## config.mk

```make
export PLATFORM = sky130hd
export DESIGN_NAME = dsi_short_tx
export DESIGN_NICKNAME = d
export VERILOG_FILES = /design/src/dsi_pkg.sv /design/src/dsi_short_tx.sv /design/src/dphy_lane_serdes.sv /design/src/dsi_ecc_frame.sv /design/src/dsi_axil_decode.sv
export SDC_FILE = /design/constraint.sdc
export NUM_CORES = 1
export LEC_CHECK = 0
export CAP_MARGIN = 20
export CORE_MARGIN = 8
export CORE_UTILIZATION = 35
export DETAILED_ROUTE_END_ITERATION = 8
export DONT_BUFFER_PORTS = 1
export PLACE_DENSITY = 0.46
export SYNTH_ARGS = -nofsm -noshare
export SYNTH_HDL_FRONTEND = slang
export SYNTH_SLANG_ARGS = --single-unit
```

## constraint.sdc

```tcl
create_clock -name clk_dsi_i -period 3.2 [get_ports clk_dsi_i]
set_input_delay 0.64 -clock clk_dsi_i [delete_from_list [all_inputs] [get_ports clk_dsi_i]]
set_output_delay 0.64 -clock clk_dsi_i [all_outputs]
set_load 0.005 [all_outputs]
```

## src/dsi_pkg.sv

```systemverilog
// ========================================
// Shared types for the DSI short packet TX
// Header bit 0 is DI bit 0, sent first
// ========================================

package dsi_pkg;

   // Lane and bus widths
   typedef logic [7:0]  dsi_byte_t;
   typedef logic [7:0]  dsi_ecc_t;     // Bits 7:6 always zero
   typedef logic [3:0]  axil_addr_t;
   typedef logic [31:0] axil_data_t;
   typedef logic [1:0]  axil_resp_t;

   localparam axil_resp_t RESP_OKAY   = 2'd0;
   localparam axil_resp_t RESP_SLVERR = 2'd2;

   // Register map
   localparam axil_addr_t ADDR_HDR    = 4'h0;  // Write only, read as zero
   localparam axil_addr_t ADDR_STATUS = 4'h4;  // Pending and packet count

   // High-speed leader byte ahead of every packet
   localparam dsi_byte_t DSI_SYNC = 8'hB8;

   // Hamming table, one mask per ECC bit over the 24 header bits
   localparam logic [23:0] ECC_MASK0 = 24'hF12CB7;
   localparam logic [23:0] ECC_MASK1 = 24'hF2555B;
   localparam logic [23:0] ECC_MASK2 = 24'h749A6D;
   localparam logic [23:0] ECC_MASK3 = 24'hB8E38E;
   localparam logic [23:0] ECC_MASK4 = 24'hDF03F0;
   localparam logic [23:0] ECC_MASK5 = 24'hEFFC00;

   // Packet header, di lands in bits 7:0
   typedef struct packed {
      dsi_byte_t d1;
      dsi_byte_t d0;
      dsi_byte_t di;
   } dsi_hdr_t;

   // Decode to framer
   typedef struct packed {
      logic     valid;
      dsi_hdr_t hdr;
   } dsi_cmd_t;

   // Framer to serializer
   typedef struct packed {
      logic      valid;
      dsi_byte_t data;
   } dsi_lane_byte_t;

endpackage
```

## src/dsi_short_tx.sv

```systemverilog
// ========================================
// Single lane DSI short packet transmitter
// HS only, no LP or escape signalling
// ========================================

`timescale 1ns/10ps

module dsi_short_tx
   import dsi_pkg::*;
(
   input  logic       clk_dsi_i,
   input  logic       reset_i,
   input  logic       s_awvalid_i,
   output logic       s_awready_o,
   input  axil_addr_t s_awaddr_i,
   input  logic       s_wvalid_i,
   output logic       s_wready_o,
   input  axil_data_t s_wdata_i,
   output logic       s_bvalid_o,
   input  logic       s_bready_i,
   output axil_resp_t s_bresp_o,
   input  logic       s_arvalid_i,
   output logic       s_arready_o,
   input  axil_addr_t s_araddr_i,
   output logic       s_rvalid_o,
   input  logic       s_rready_i,
   output axil_data_t s_rdata_o,
   output axil_resp_t s_rresp_o,
   output logic       q_o,
   output logic       tq_o
);

   dsi_cmd_t       cmd;
   logic           cmd_ready;
   dsi_lane_byte_t lane_byte;
   logic           byte_ready;

   dsi_axil_decode i_decode (
      .clk_dsi_i   (clk_dsi_i),
      .reset_i     (reset_i),
      .s_awvalid_i (s_awvalid_i),
      .s_awready_o (s_awready_o),
      .s_awaddr_i  (s_awaddr_i),
      .s_wvalid_i  (s_wvalid_i),
      .s_wready_o  (s_wready_o),
      .s_wdata_i   (s_wdata_i),
      .s_bvalid_o  (s_bvalid_o),
      .s_bready_i  (s_bready_i),
      .s_bresp_o   (s_bresp_o),
      .s_arvalid_i (s_arvalid_i),
      .s_arready_o (s_arready_o),
      .s_araddr_i  (s_araddr_i),
      .s_rvalid_o  (s_rvalid_o),
      .s_rready_i  (s_rready_i),
      .s_rdata_o   (s_rdata_o),
      .s_rresp_o   (s_rresp_o),
      .cmd_o       (cmd),
      .cmd_ready_i (cmd_ready)
   );

   dsi_ecc_frame i_frame (
      .clk_dsi_i    (clk_dsi_i),
      .reset_i      (reset_i),
      .cmd_i        (cmd),
      .cmd_ready_o  (cmd_ready),
      .lane_byte_o  (lane_byte),
      .byte_ready_i (byte_ready)
   );

   dphy_lane_serdes i_serdes (
      .clk_dsi_i    (clk_dsi_i),
      .reset_i      (reset_i),
      .lane_byte_i  (lane_byte),
      .byte_ready_o (byte_ready),
      .q_o          (q_o),
      .tq_o         (tq_o)
   );

endmodule

```

## src/dphy_lane_serdes.sv

```systemverilog
// ========================================
// Behavioral 8:1 lane serializer, LSB first
// One bit per clk_dsi_i, no serdes clock
// ========================================

`timescale 1ns/10ps

module dphy_lane_serdes
   import dsi_pkg::*;
(
   input  logic           clk_dsi_i,
   input  logic           reset_i,
   input  dsi_lane_byte_t lane_byte_i,
   output logic           byte_ready_o,
   output logic           q_o,
   output logic           tq_o
);

   logic       active_q;
   logic [2:0] bit_cnt_q;
   dsi_byte_t  shift_q;
   logic       load;

   // Ready when idle or on the last bit, so bytes chain without a gap
   assign byte_ready_o = !active_q || (bit_cnt_q == 3'd7);
   assign load         = lane_byte_i.valid && byte_ready_o;

   always_ff @(posedge clk_dsi_i) begin
      if (reset_i) begin
         active_q  <= 1'b0;
         bit_cnt_q <= '0;
      end else if (load) begin
         active_q  <= 1'b1;
         bit_cnt_q <= '0;
      end else if (active_q) begin
         bit_cnt_q <= bit_cnt_q + 3'd1;
         if (bit_cnt_q == 3'd7)
            active_q <= 1'b0;                        // Nothing queued, release lane
      end
   end

   always_ff @(posedge clk_dsi_i) begin
      if (load)
         shift_q <= lane_byte_i.data;
      else if (active_q)
         shift_q <= {1'b0, shift_q[7:1]};
   end

   // Low drive while released
   assign q_o  = active_q & shift_q[0];
   assign tq_o = !active_q;                          // High means tristated

endmodule

```

## src/dsi_ecc_frame.sv

```systemverilog
// ========================================
// Short packet framer, five bytes per packet
// Takes a new header only when idle
// ========================================

`timescale 1ns/10ps

module dsi_ecc_frame
   import dsi_pkg::*;
(
   input  logic           clk_dsi_i,
   input  logic           reset_i,
   input  dsi_cmd_t       cmd_i,
   output logic           cmd_ready_o,
   output dsi_lane_byte_t lane_byte_o,
   input  logic           byte_ready_i
);

   typedef enum logic [2:0] {
      ST_IDLE,
      ST_SYNC,
      ST_DI,
      ST_D0,
      ST_D1,
      ST_ECC
   } frame_state_t;

   frame_state_t   state_q;
   dsi_hdr_t       hdr_q;
   dsi_ecc_t       ecc_q;
   dsi_ecc_t       ecc_calc;
   dsi_lane_byte_t out_byte;
   logic           take;

   assign cmd_ready_o = (state_q == ST_IDLE);
   assign take        = cmd_i.valid && cmd_ready_o;

   // Each parity bit covers the header bits its mask selects
   assign ecc_calc = {2'b00,
                      ^(cmd_i.hdr & ECC_MASK5),
                      ^(cmd_i.hdr & ECC_MASK4),
                      ^(cmd_i.hdr & ECC_MASK3),
                      ^(cmd_i.hdr & ECC_MASK2),
                      ^(cmd_i.hdr & ECC_MASK1),
                      ^(cmd_i.hdr & ECC_MASK0)};

   always_ff @(posedge clk_dsi_i) begin
      if (reset_i) begin
         state_q <= ST_IDLE;
      end else begin
         case (state_q)
            ST_IDLE: if (take) state_q <= ST_SYNC;
            ST_SYNC: if (byte_ready_i) state_q <= ST_DI;
            ST_DI:   if (byte_ready_i) state_q <= ST_D0;
            ST_D0:   if (byte_ready_i) state_q <= ST_D1;
            ST_D1:   if (byte_ready_i) state_q <= ST_ECC;
            ST_ECC:  if (byte_ready_i) state_q <= ST_IDLE;
            default: state_q <= ST_IDLE;
         endcase
      end
   end

   // Header and ECC held for the whole packet
   always_ff @(posedge clk_dsi_i) begin
      if (take) begin
         hdr_q <= cmd_i.hdr;
         ecc_q <= ecc_calc;
      end
   end

   always_comb begin
      out_byte.valid = (state_q != ST_IDLE);
      case (state_q)
         ST_SYNC: out_byte.data = DSI_SYNC;
         ST_DI:   out_byte.data = hdr_q.di;
         ST_D0:   out_byte.data = hdr_q.d0;
         ST_D1:   out_byte.data = hdr_q.d1;
         ST_ECC:  out_byte.data = ecc_q;
         default: out_byte.data = '0;
      endcase
   end

   assign lane_byte_o = out_byte;

endmodule

```

## src/dsi_axil_decode.sv

```systemverilog
// ========================================
// AXI4-Lite slave, one transaction per channel
// Holds a single pending header, no queue
// ========================================

`timescale 1ns/10ps

module dsi_axil_decode
   import dsi_pkg::*;
(
   input  logic       clk_dsi_i,
   input  logic       reset_i,
   input  logic       s_awvalid_i,
   output logic       s_awready_o,
   input  axil_addr_t s_awaddr_i,
   input  logic       s_wvalid_i,
   output logic       s_wready_o,
   input  axil_data_t s_wdata_i,
   output logic       s_bvalid_o,
   input  logic       s_bready_i,
   output axil_resp_t s_bresp_o,
   input  logic       s_arvalid_i,
   output logic       s_arready_o,
   input  axil_addr_t s_araddr_i,
   output logic       s_rvalid_o,
   input  logic       s_rready_i,
   output axil_data_t s_rdata_o,
   output axil_resp_t s_rresp_o,
   output dsi_cmd_t   cmd_o,
   input  logic       cmd_ready_i
);

   logic       wr_take;
   logic       rd_take;
   logic       hdr_ok;
   logic       pending_q;
   dsi_hdr_t   hdr_q;
   dsi_byte_t  count_q;
   logic       bvalid_q;
   axil_resp_t bresp_q;
   logic       rvalid_q;
   axil_data_t rdata_q;
   axil_resp_t rresp_q;
   axil_data_t rd_data;
   axil_resp_t rd_resp;

   // Accept only with no response outstanding
   assign wr_take = s_awvalid_i && s_wvalid_i && !bvalid_q;
   assign rd_take = s_arvalid_i && !rvalid_q;
   assign hdr_ok  = (s_awaddr_i == ADDR_HDR) && !pending_q;  // Refused while one is held

   assign s_awready_o = wr_take;
   assign s_wready_o  = wr_take;
   assign s_arready_o = rd_take;

   always_ff @(posedge clk_dsi_i) begin
      if (reset_i) begin
         bvalid_q <= 1'b0;
         rvalid_q <= 1'b0;
      end else begin
         if (wr_take)
            bvalid_q <= 1'b1;
         else if (s_bready_i)
            bvalid_q <= 1'b0;
         if (rd_take)
            rvalid_q <= 1'b1;
         else if (s_rready_i)
            rvalid_q <= 1'b0;
      end
   end

   // Response payload
   always_ff @(posedge clk_dsi_i) begin
      if (wr_take)
         bresp_q <= hdr_ok ? RESP_OKAY : RESP_SLVERR;
      if (rd_take) begin
         rdata_q <= rd_data;
         rresp_q <= rd_resp;
      end
   end

   // Pending command and accepted count
   always_ff @(posedge clk_dsi_i) begin
      if (reset_i) begin
         pending_q <= 1'b0;
         count_q   <= '0;
      end else if (wr_take && hdr_ok) begin
         pending_q <= 1'b1;
         count_q   <= count_q + 8'd1;                // Wraps at 256
      end else if (cmd_ready_i) begin
         pending_q <= 1'b0;                          // Framer took it
      end
   end

   always_ff @(posedge clk_dsi_i) begin
      if (wr_take && hdr_ok)
         hdr_q <= s_wdata_i[23:0];
   end

   // Read mux
   always_comb begin
      rd_data = '0;
      rd_resp = RESP_OKAY;
      case (s_araddr_i)
         ADDR_HDR:    rd_data = '0;
         ADDR_STATUS: begin
            rd_data[0]    = pending_q;
            rd_data[15:8] = count_q;
         end
         default:     rd_resp = RESP_SLVERR;
      endcase
   end

   assign s_bvalid_o = bvalid_q;
   assign s_bresp_o  = bresp_q;
   assign s_rvalid_o = rvalid_q;
   assign s_rdata_o  = rdata_q;
   assign s_rresp_o  = rresp_q;

   assign cmd_o = '{valid: pending_q, hdr: hdr_q};

endmodule

```

==> flow_metrics.py, run 1 <==
metrics = {
    "placement": {
        "placed_cells": 443,
        "place_ws_ps": 738,
        "gp_congestion": 0.748,
        "hpwl_um": 5430,
        "place.port_buffers": 0,
        "place_area_um2": 4100,
    },
    "clocking": {
        "ctsResizeCount": 0,
        "cts_setup_buffers": 0,
        "h-tree-depth": 3,
        "cts_buffers": 9,
        "clk_path_buf_depth": 2,
        "clock_latency_ps": 340,
        "cts_root_buffer": "clkbuf_16",
        "clk_pin_slew_ps": 60,
        "numClockSinks": 91,
        "hold_buffers": 0,
        "cts_tree": "built",
    },
    "drt": {
        "wl_um": 7370,
        "dr.pass1.iters": 4,
        "final_antenna_net_count": 0,
        "drtIter0Drc": 124,
        "vias": 2110,
        "post_drt_wl_per_cell_um": 16.1,
        "drcViolationCount": 0,
        "vias_per_cell": 4.60,
    },
    "timing": {
        "fin_skew_ps": 7.81,
        "rsz0062_at_grt": "false",
        "period_share_pct": 66.2,
        "slew_headroom_pct": 53.3,
        "setup-tns-final_ps": 0,
        "post-route-min-period_ps": 2120,
        "fin_ws_ps": 1080,
        "hold_ws_ps": 364,
        "fmax_mhz": 472,
        "hold_viol": 0,
        "worst_pin_slew_ps": 700,
        "drv_slew": 0,
        "finalSetupViolCount": 0,
    },
    "logic_synthesis": {
        "yosysWarnings": 0,
        "ys_ff_latch": 91,
        "yosys.area.top_type": "edfxtp_1",
        "syn-mean-instance-area_um2": 13.1,
        "ys_types": 38,
        "synthArstFlopShare_pct": 0,
        "ys_top_cells_by_area": "edfxtp_1 54%, xnor2_1 9.3%, dfxtp_1 8.9%, buf_4 4.8%, xor2_1 2.4%",
        "synth.cell_area_um2": 4040,
        "synth-seq-area-share_pct": 63.2,
        "synthCells": 308,
        "yosys.area.top_type_share_pct": 54.3,
        "synth_edf_count": 73,
        "synth_ff_type": "edfxtp_1",
    },
    "global_routing": {
        "met2_usage_pct": 16.1,
        "busiest_layer": "met2",
        "grt_use_met3_pct": 3.24,
        "antenna_found_initial": 0,
        "grt_max_degree": 31,
        "met1_usage_pct": 11.9,
        "grt_pass1_wl_um": 11500,
        "grt_pass1_vias": 2189,
        "track_usage_pct": 10.2,
        "grt_overflow": 0,
    },
    "pwr": {
        "p_seq_share_pct": 51.2,
        "p_leak_nw": 1.47,
        "clkPwrFrac_pct": 36.6,
        "switching_share_pct": 24.6,
        "power.switching_mw": 0.716,
        "powerDensity_nw_per_um2": 661,
        "ir_worst_vdd_uv": 272,
        "power_frac_comb_pct": 12.2,
        "internal-power_mw": 2.19,
        "finalPower_mw": 2.91,
    },
    "worst_setup_path": {
        "ff2ff_path_depth": 4,
        "cpMostUsedCell": "or4_4",
        "cp.required_ps": 3480,
        "endpoint_kind": "register",
        "cpPeakStageDelay_ps": 560,
        "critical-path-slowest-cell": "or4_4",
        "start_kind": "primary input",
        "cp_cell_sequence": "or4_4, or4_4, or4_1, a21oi_1",
        "r2r_slack_ps": 1210,
        "crit_type": "in2reg",
        "crit_arrival_ps": 2390,
        "critPathMaxFanout": 6,
    },
    "floorplan": {
        "die_w_um": 123,
        "dieHeight_um": 123,
        "die_area_um2": 15200,
        "io_pins": 90,
        "fp-row-count": 39,
        "coreArea_um2": 11300,
        "initial_utilization_pct": 35.7,
    },
    "hold_path": {
        "hold_class": "in2reg",
        "hold_depth": 1,
    },
    "finish": {
        "fin_area_um2": 4400,
        "utilization_pct": 38.9,
        "fin_cells": 459,
        "drive_gt1_share_pct": 7.28,
        "nets": 361,
        "register_area_um2": 2550,
        "antenna_cells": 0,
        "syn2layout_area_growth_pct": 8.96,
        "multiInputGateArea_um2": 1330,
        "fill_cells": 1084,
    },
    "outcome": {
        "status": "finished clean",
    },
    "run": {
        "maxCapViolations": 0,
    },
}
==> cell families after synthesis <==
logic type,Yosys count,share of synthesized area [%]
mux,3,0.775
simple gates,74,9.82
other cells,1,0.0929
xor+xnor,55,12.3
compound gates,41,6.76
fa+ha+maj,3,0.930
buf+inv,40,6.14
flops,91,63.2
==> power groups by stage <==
stage,combinational [mW],clock (mW),sequential (mW)
4_1_cts,0.363,1.11,1.49
3_3_place_gp,0.358,0,1.51
3_5_place_dp,0.363,0,1.52
2_1_floorplan,0.352,0,1.46
6_report,0.355,1.06,1.49
5_1_grt,0.411,1.15,1.51
==> final timing paths <==
| path | startpoint | to |
|---|---|---|
| max reg2reg | i_frame.state_q[0]$_SDFFE_PP0P_ | i_serdes.shift_q[0]$_DFFE_PP_ |
| min reg2reg | i_decode.cmd_o[18]$_DFFE_PP_ | i_frame.hdr_q[18]$_DFFE_PP_ |
| min | reset_i | i_serdes.active_q$_SDFF_PP0_ |
| max | s_awaddr_i[1] | i_decode.count_q[7]$_SDFFE_PP0P_ |
==> synthesized netlist by cell type, types with 5 or more instances <==
library cell / instances
buf_4: 26
dfxtp_1: 18
inv_1: 5
edfxtp_1: 73
a221oi_1: 6
and2_1: 12
a21oi_1: 13
xor2_1: 11
nor2b_1: 7
xnor2_1: 43
clkbuf_1: 8
nor3_1: 5
nor2_1: 12
nand2_1: 17
o21ai_0: 9
==> critical path: cells and delay by family <==
kind               cells  cell delay [ps]
AOI/OAI and AO/OA      1              140
and+or+nand+nor        3             1610
==> routing by layer <==
| layer | routed length (µm) | up-vias |
|---|---|---|
| li1 | - | 1056 |
| met1 | 3210 | 972 |
| met2 | 3510 | 66 |
| met3 | 441 | 16 |
| met4 | 218 | 0 |
| met5 | 0 | - |
==> flip-flops by register name, summed over array words and instances, names as in the netlist <==
register / flops
i_decode.pending_q: 1
i_serdes.active_q: 1
i_serdes.shift_q: 8
i_decode.s_bvalid_o: 1
i_frame.hdr_q: 24
i_decode.s_rresp_o: 1
i_decode.count_q: 8
i_decode.s_rdata_o: 9
i_decode.cmd_o: 24
i_serdes.bit_cnt_q: 3
i_decode.s_rvalid_o: 1
i_frame.state_q: 3
i_decode.s_bresp_o: 1
i_frame.ecc_q: 6
==> cell usage in the layout, fill, tap and decap left out, types with 3 or more instances in the layout <==
cell type / instances
a21oi_1: 13
a221oi_1: 6
a22oi_1: 3
and2_1: 12
buf_4: 3
clkbuf_1: 3
clkbuf_16: 9
conb_1: 25
dfxtp_1: 18
edfxtp_1: 73
ha_1: 3
inv_1: 5
nand2_1: 17
nand3_1: 4
nor2_1: 12
nor2b_1: 7
nor3_1: 5
nor4_1: 3
o21ai_0: 9
or3_1: 3
or3_2: 3
xnor2_1: 43
xor2_1: 11
==> cell type report <==
type                            instances  area share (%)
Clock inverter                          2           0.796
Sequential cell                        91            58.0
Multi-Input combinational cell        201            30.2
Inverter                                5           0.427
Timing Repair Buffer                    3           0.512
Clock buffer                           14            6.00
Tap cell                              143            4.07
Power figures use the tool's default switching activity.
==> run 2, diff against run 1 <==
--- a/config.mk
+++ b/config.mk
@@ -5,12 +5,13 @@
 export SDC_FILE = /design/constraint.sdc
 export NUM_CORES = 1
 export LEC_CHECK = 0
+export ABC_AREA = 1
 export CAP_MARGIN = 20
 export CORE_MARGIN = 8
 export CORE_UTILIZATION = 35
 export DETAILED_ROUTE_END_ITERATION = 8
 export DONT_BUFFER_PORTS = 1
-export PLACE_DENSITY = 0.46
+export PLACE_DENSITY = 0.48
 export SYNTH_ARGS = -nofsm -noshare
 export SYNTH_HDL_FRONTEND = slang
 export SYNTH_SLANG_ARGS = --single-unit
==> constraint.sdc (replaced) <==
create_clock -name clk_dsi_i -period 1.87 [get_ports clk_dsi_i]
set_input_delay 0.374 -clock clk_dsi_i [delete_from_list [all_inputs] [get_ports clk_dsi_i]]
set_output_delay 0.374 -clock clk_dsi_i [all_outputs]
set_load 0.005 [all_outputs]
==> run 2 against run 1 <==
Sequential cell count did not move. First-iteration DRC count rose by 44%. Global-route usage rose by 1.4 points. Critical path type is now reg2reg.
==> flow_metrics.py, run 2 <==
metrics = {
    "outcome": {
        "status": "finished clean",
    },
    "pwr": {
        "ir_worst_vdd_uv": 364,
        "powerDensity_nw_per_um2": 1010,
        "p_leak_nw": 2.24,
        "finalPower_mw": 5.23,
    },
    "timing": {
        "fmax_mhz": 622,
        "drv_slew": 0,
        "period_share_pct": 86.0,
        "finalSetupViolCount": 0,
        "rsz0062_at_grt": "false",
        "post-route-min-period_ps": 1610,
        "hold_viol": 0,
        "setup-tns-final_ps": 0,
        "fin_skew_ps": 4.88,
    },
    "hold_path": {
        "whs_endpoint": "i_decode.pending_q$_SDFFE_PP0P_",
        "hold_depth": 1,
        "hold_class": "in2reg",
        "min_from": "reset_i",
    },
    "worst_setup_path": {
        "rr_endpoint": "i_serdes.shift_q[0]$_DFFE_PP_",
        "crit_arrival_ps": 1700,
        "start_kind": "register",
        "cpPeakStageDelay_ps": 320,
        "critPathMaxFanout": 10,
        "cp_cell_sequence": "ha_1, ha_1, or2_1, nand2_4, inv_2, nand2_1, nand2_1",
        "r2r_slack_ps": 260,
        "endpoint_kind": "register",
        "critical-path-slowest-cell": "dfxtp_1",
        "ff2ff_path_depth": 7,
        "crit_type": "reg2reg",
        "cp.required_ps": 1960,
        "r2r-start": "i_serdes.bit_cnt_q[0]$_SDFFE_PP0P_",
    },
    "drt": {
        "vias": 3300,
        "post_drt_wl_per_cell_um": 13.0,
        "wl_um": 9560,
        "drcViolationCount": 0,
        "drtIter0Drc": 179,
        "dr.pass1.iters": 4,
        "vias_per_cell": 4.50,
        "final_antenna_net_count": 0,
    },
    "floorplan": {
        "io_pins": 90,
        "coreArea_um2": 13200,
        "die_w_um": 132,
        "initial_utilization_pct": 35.7,
        "die_area_um2": 17400,
        "fp-row-count": 42,
        "dieHeight_um": 132,
    },
    "finish": {
        "fin_cells": 733,
        "utilization_pct": 39.4,
        "drive_gt1_share_pct": 7.72,
        "nets": 602,
        "antenna_cells": 0,
        "layout_commonest_cell": "nand2_1",
        "fill_cells": 1320,
        "register_area_um2": 2550,
        "syn2layout_area_growth_pct": 10.1,
        "multiInputGateArea_um2": 1810,
        "final_cell_mix": "232 x nand2_1, 73 x edfxtp_1, 48 x inv_1, 25 x nor2_1, 25 x conb_1",
    },
    "clocking": {
        "hold_buffers": 0,
        "cts_buffers": 9,
        "clk_pin_slew_ps": 60,
        "cts_tree": "built",
        "clock_latency_ps": 340,
        "h-tree-depth": 3,
        "ctsResizeCount": 0,
        "clk_path_buf_depth": 2,
        "numClockSinks": 91,
        "cts_setup_buffers": 0,
        "cts_root_buffer": "clkbuf_16",
    },
    "logic_synthesis": {
        "yosysMostFrequentCell": "nand2_1",
        "synth_edf_count": 73,
        "synth_common_cells": "232 x nand2_1, 73 x edfxtp_1, 48 x inv_1",
        "yosysWarnings": 0,
        "yosys.area.top_type": "edfxtp_1",
        "ys_types": 33,
        "yosys.area.top_type_share_pct": 46.5,
        "ys_top_cells_by_area": "edfxtp_1 46%, nand2_1 18%, dfxtp_1 7.6%, buf_4 4.1%, inv_1 3.8%",
        "ys_ff_latch": 91,
        "synth-seq-area-share_pct": 54.1,
        "synth.cell_area_um2": 4710,
        "synth_ff_type": "edfxtp_1",
        "synthCells": 542,
        "syn-mean-instance-area_um2": 8.70,
        "synthArstFlopShare_pct": 0,
    },
    "global_routing": {
        "grt_pass1_wl_um": 16200,
        "antenna_found_initial": 0,
        "grt_pass1_vias": 3359,
        "grt_overflow": 0,
        "grt_max_degree": 31,
        "track_usage_pct": 11.6,
    },
    "placement": {
        "hpwl_um": 7360,
        "placed_cells": 717,
        "gp_congestion": 0.791,
        "place.port_buffers": 0,
    },
    "run": {
        "maxCapViolations": 0,
    },
}
==> run 2: cell count changes after synthesis, moves of 7 or more <==
cell / delta
and2_1: -12
clkbuf_1: -8
inv_1: +43
inv_2: +9
nand2_1: +215
nand3_1: +19
nor2_1: +13
nor2b_1: -7
xnor2_1: -30
==> run 2: cell type report <==
class	instances	share of cell area (%)
inverters	60	4.43
clock buffers	13	5.42
multi-input cells	386	34.9
clock inverters	3	0.795
repair buffers	4	1.06
well taps	176	4.24
flip-flops and latches	91	49.2
==> run 2: how the worst max path moves through the flow <==
stage	start	to	slack (ps)	cells past startpoint
finish	i_serdes.bit_cnt_q[0]$_SDFFE_PP0P_	i_serdes.shift_q[0]$_DFFE_PP_	260	7
detailed placement	i_decode.pending_q$_SDFFE_PP0P_	i_decode.cmd_o[21]$_DFFE_PP_	210	4
floorplan	i_frame.state_q[1]$_SDFFE_PP0P_	i_frame.ecc_q[0]$_DFFE_PP_	50	5
global route	i_decode.pending_q$_SDFFE_PP0P_	i_decode.count_q[6]$_SDFFE_PP0P_	80	7
CTS	i_decode.pending_q$_SDFFE_PP0P_	i_decode.cmd_o[21]$_DFFE_PP_	200	4
global placement	i_decode.pending_q$_SDFFE_PP0P_	i_decode.cmd_o[21]$_DFFE_PP_	230	4
==> run 2: logic make-up after synthesis <==
group / after synthesis / synth area share, %
AO/OA/AOI/OAI: 28 / 3.42
XOR/XNOR: 27 / 5.02
adder cells (fa/ha/maj): 3 / 0.796
buffers and inverters: 89 / 9.34
flip-flops: 91 / 54.1
other: 1 / 0.0795
AND/OR/NAND/NOR: 303 / 27.2
==> run 2: per-layer routing <==
layer / track usage, % / up-vias / share of wire [%]
li1: - / 1701 / -
met1: 13.4 / 1511 / 46
met2: 19.0 / 74 / 47
met3: 3.93 / 14 / 4.8
met4: 5.81 / 0 / 2.4
met5: 0 / - / 0
==> run 2: worst max-delay path, delay by kind of cell, from the launching register on <==
kind,cells,cell delay [ps]
buf+inv,1,90
simple gates,4,550
fa+ha+maj,2,390
flops,1,320
==> run 2: stage by stage <==
step                worst slack, ps  hold WS (ps)  instance area [µm²]
CTS                             202          74.6                 5190
detailed placement              210           447                 4870
global placement                229           446                 4870
finish                          262          98.0                 5190
global route                   75.8          73.3                 5190
floorplan                      51.1           421                 4800
==> run 2: report_power, final <==
part           internal [mW]  leakage (nW)  switching [mW]
combinational          0.252          1.26           0.549
clock                   1.19         0.161           0.732
sequential              2.39         0.823           0.113
total                   3.84          2.24            1.39
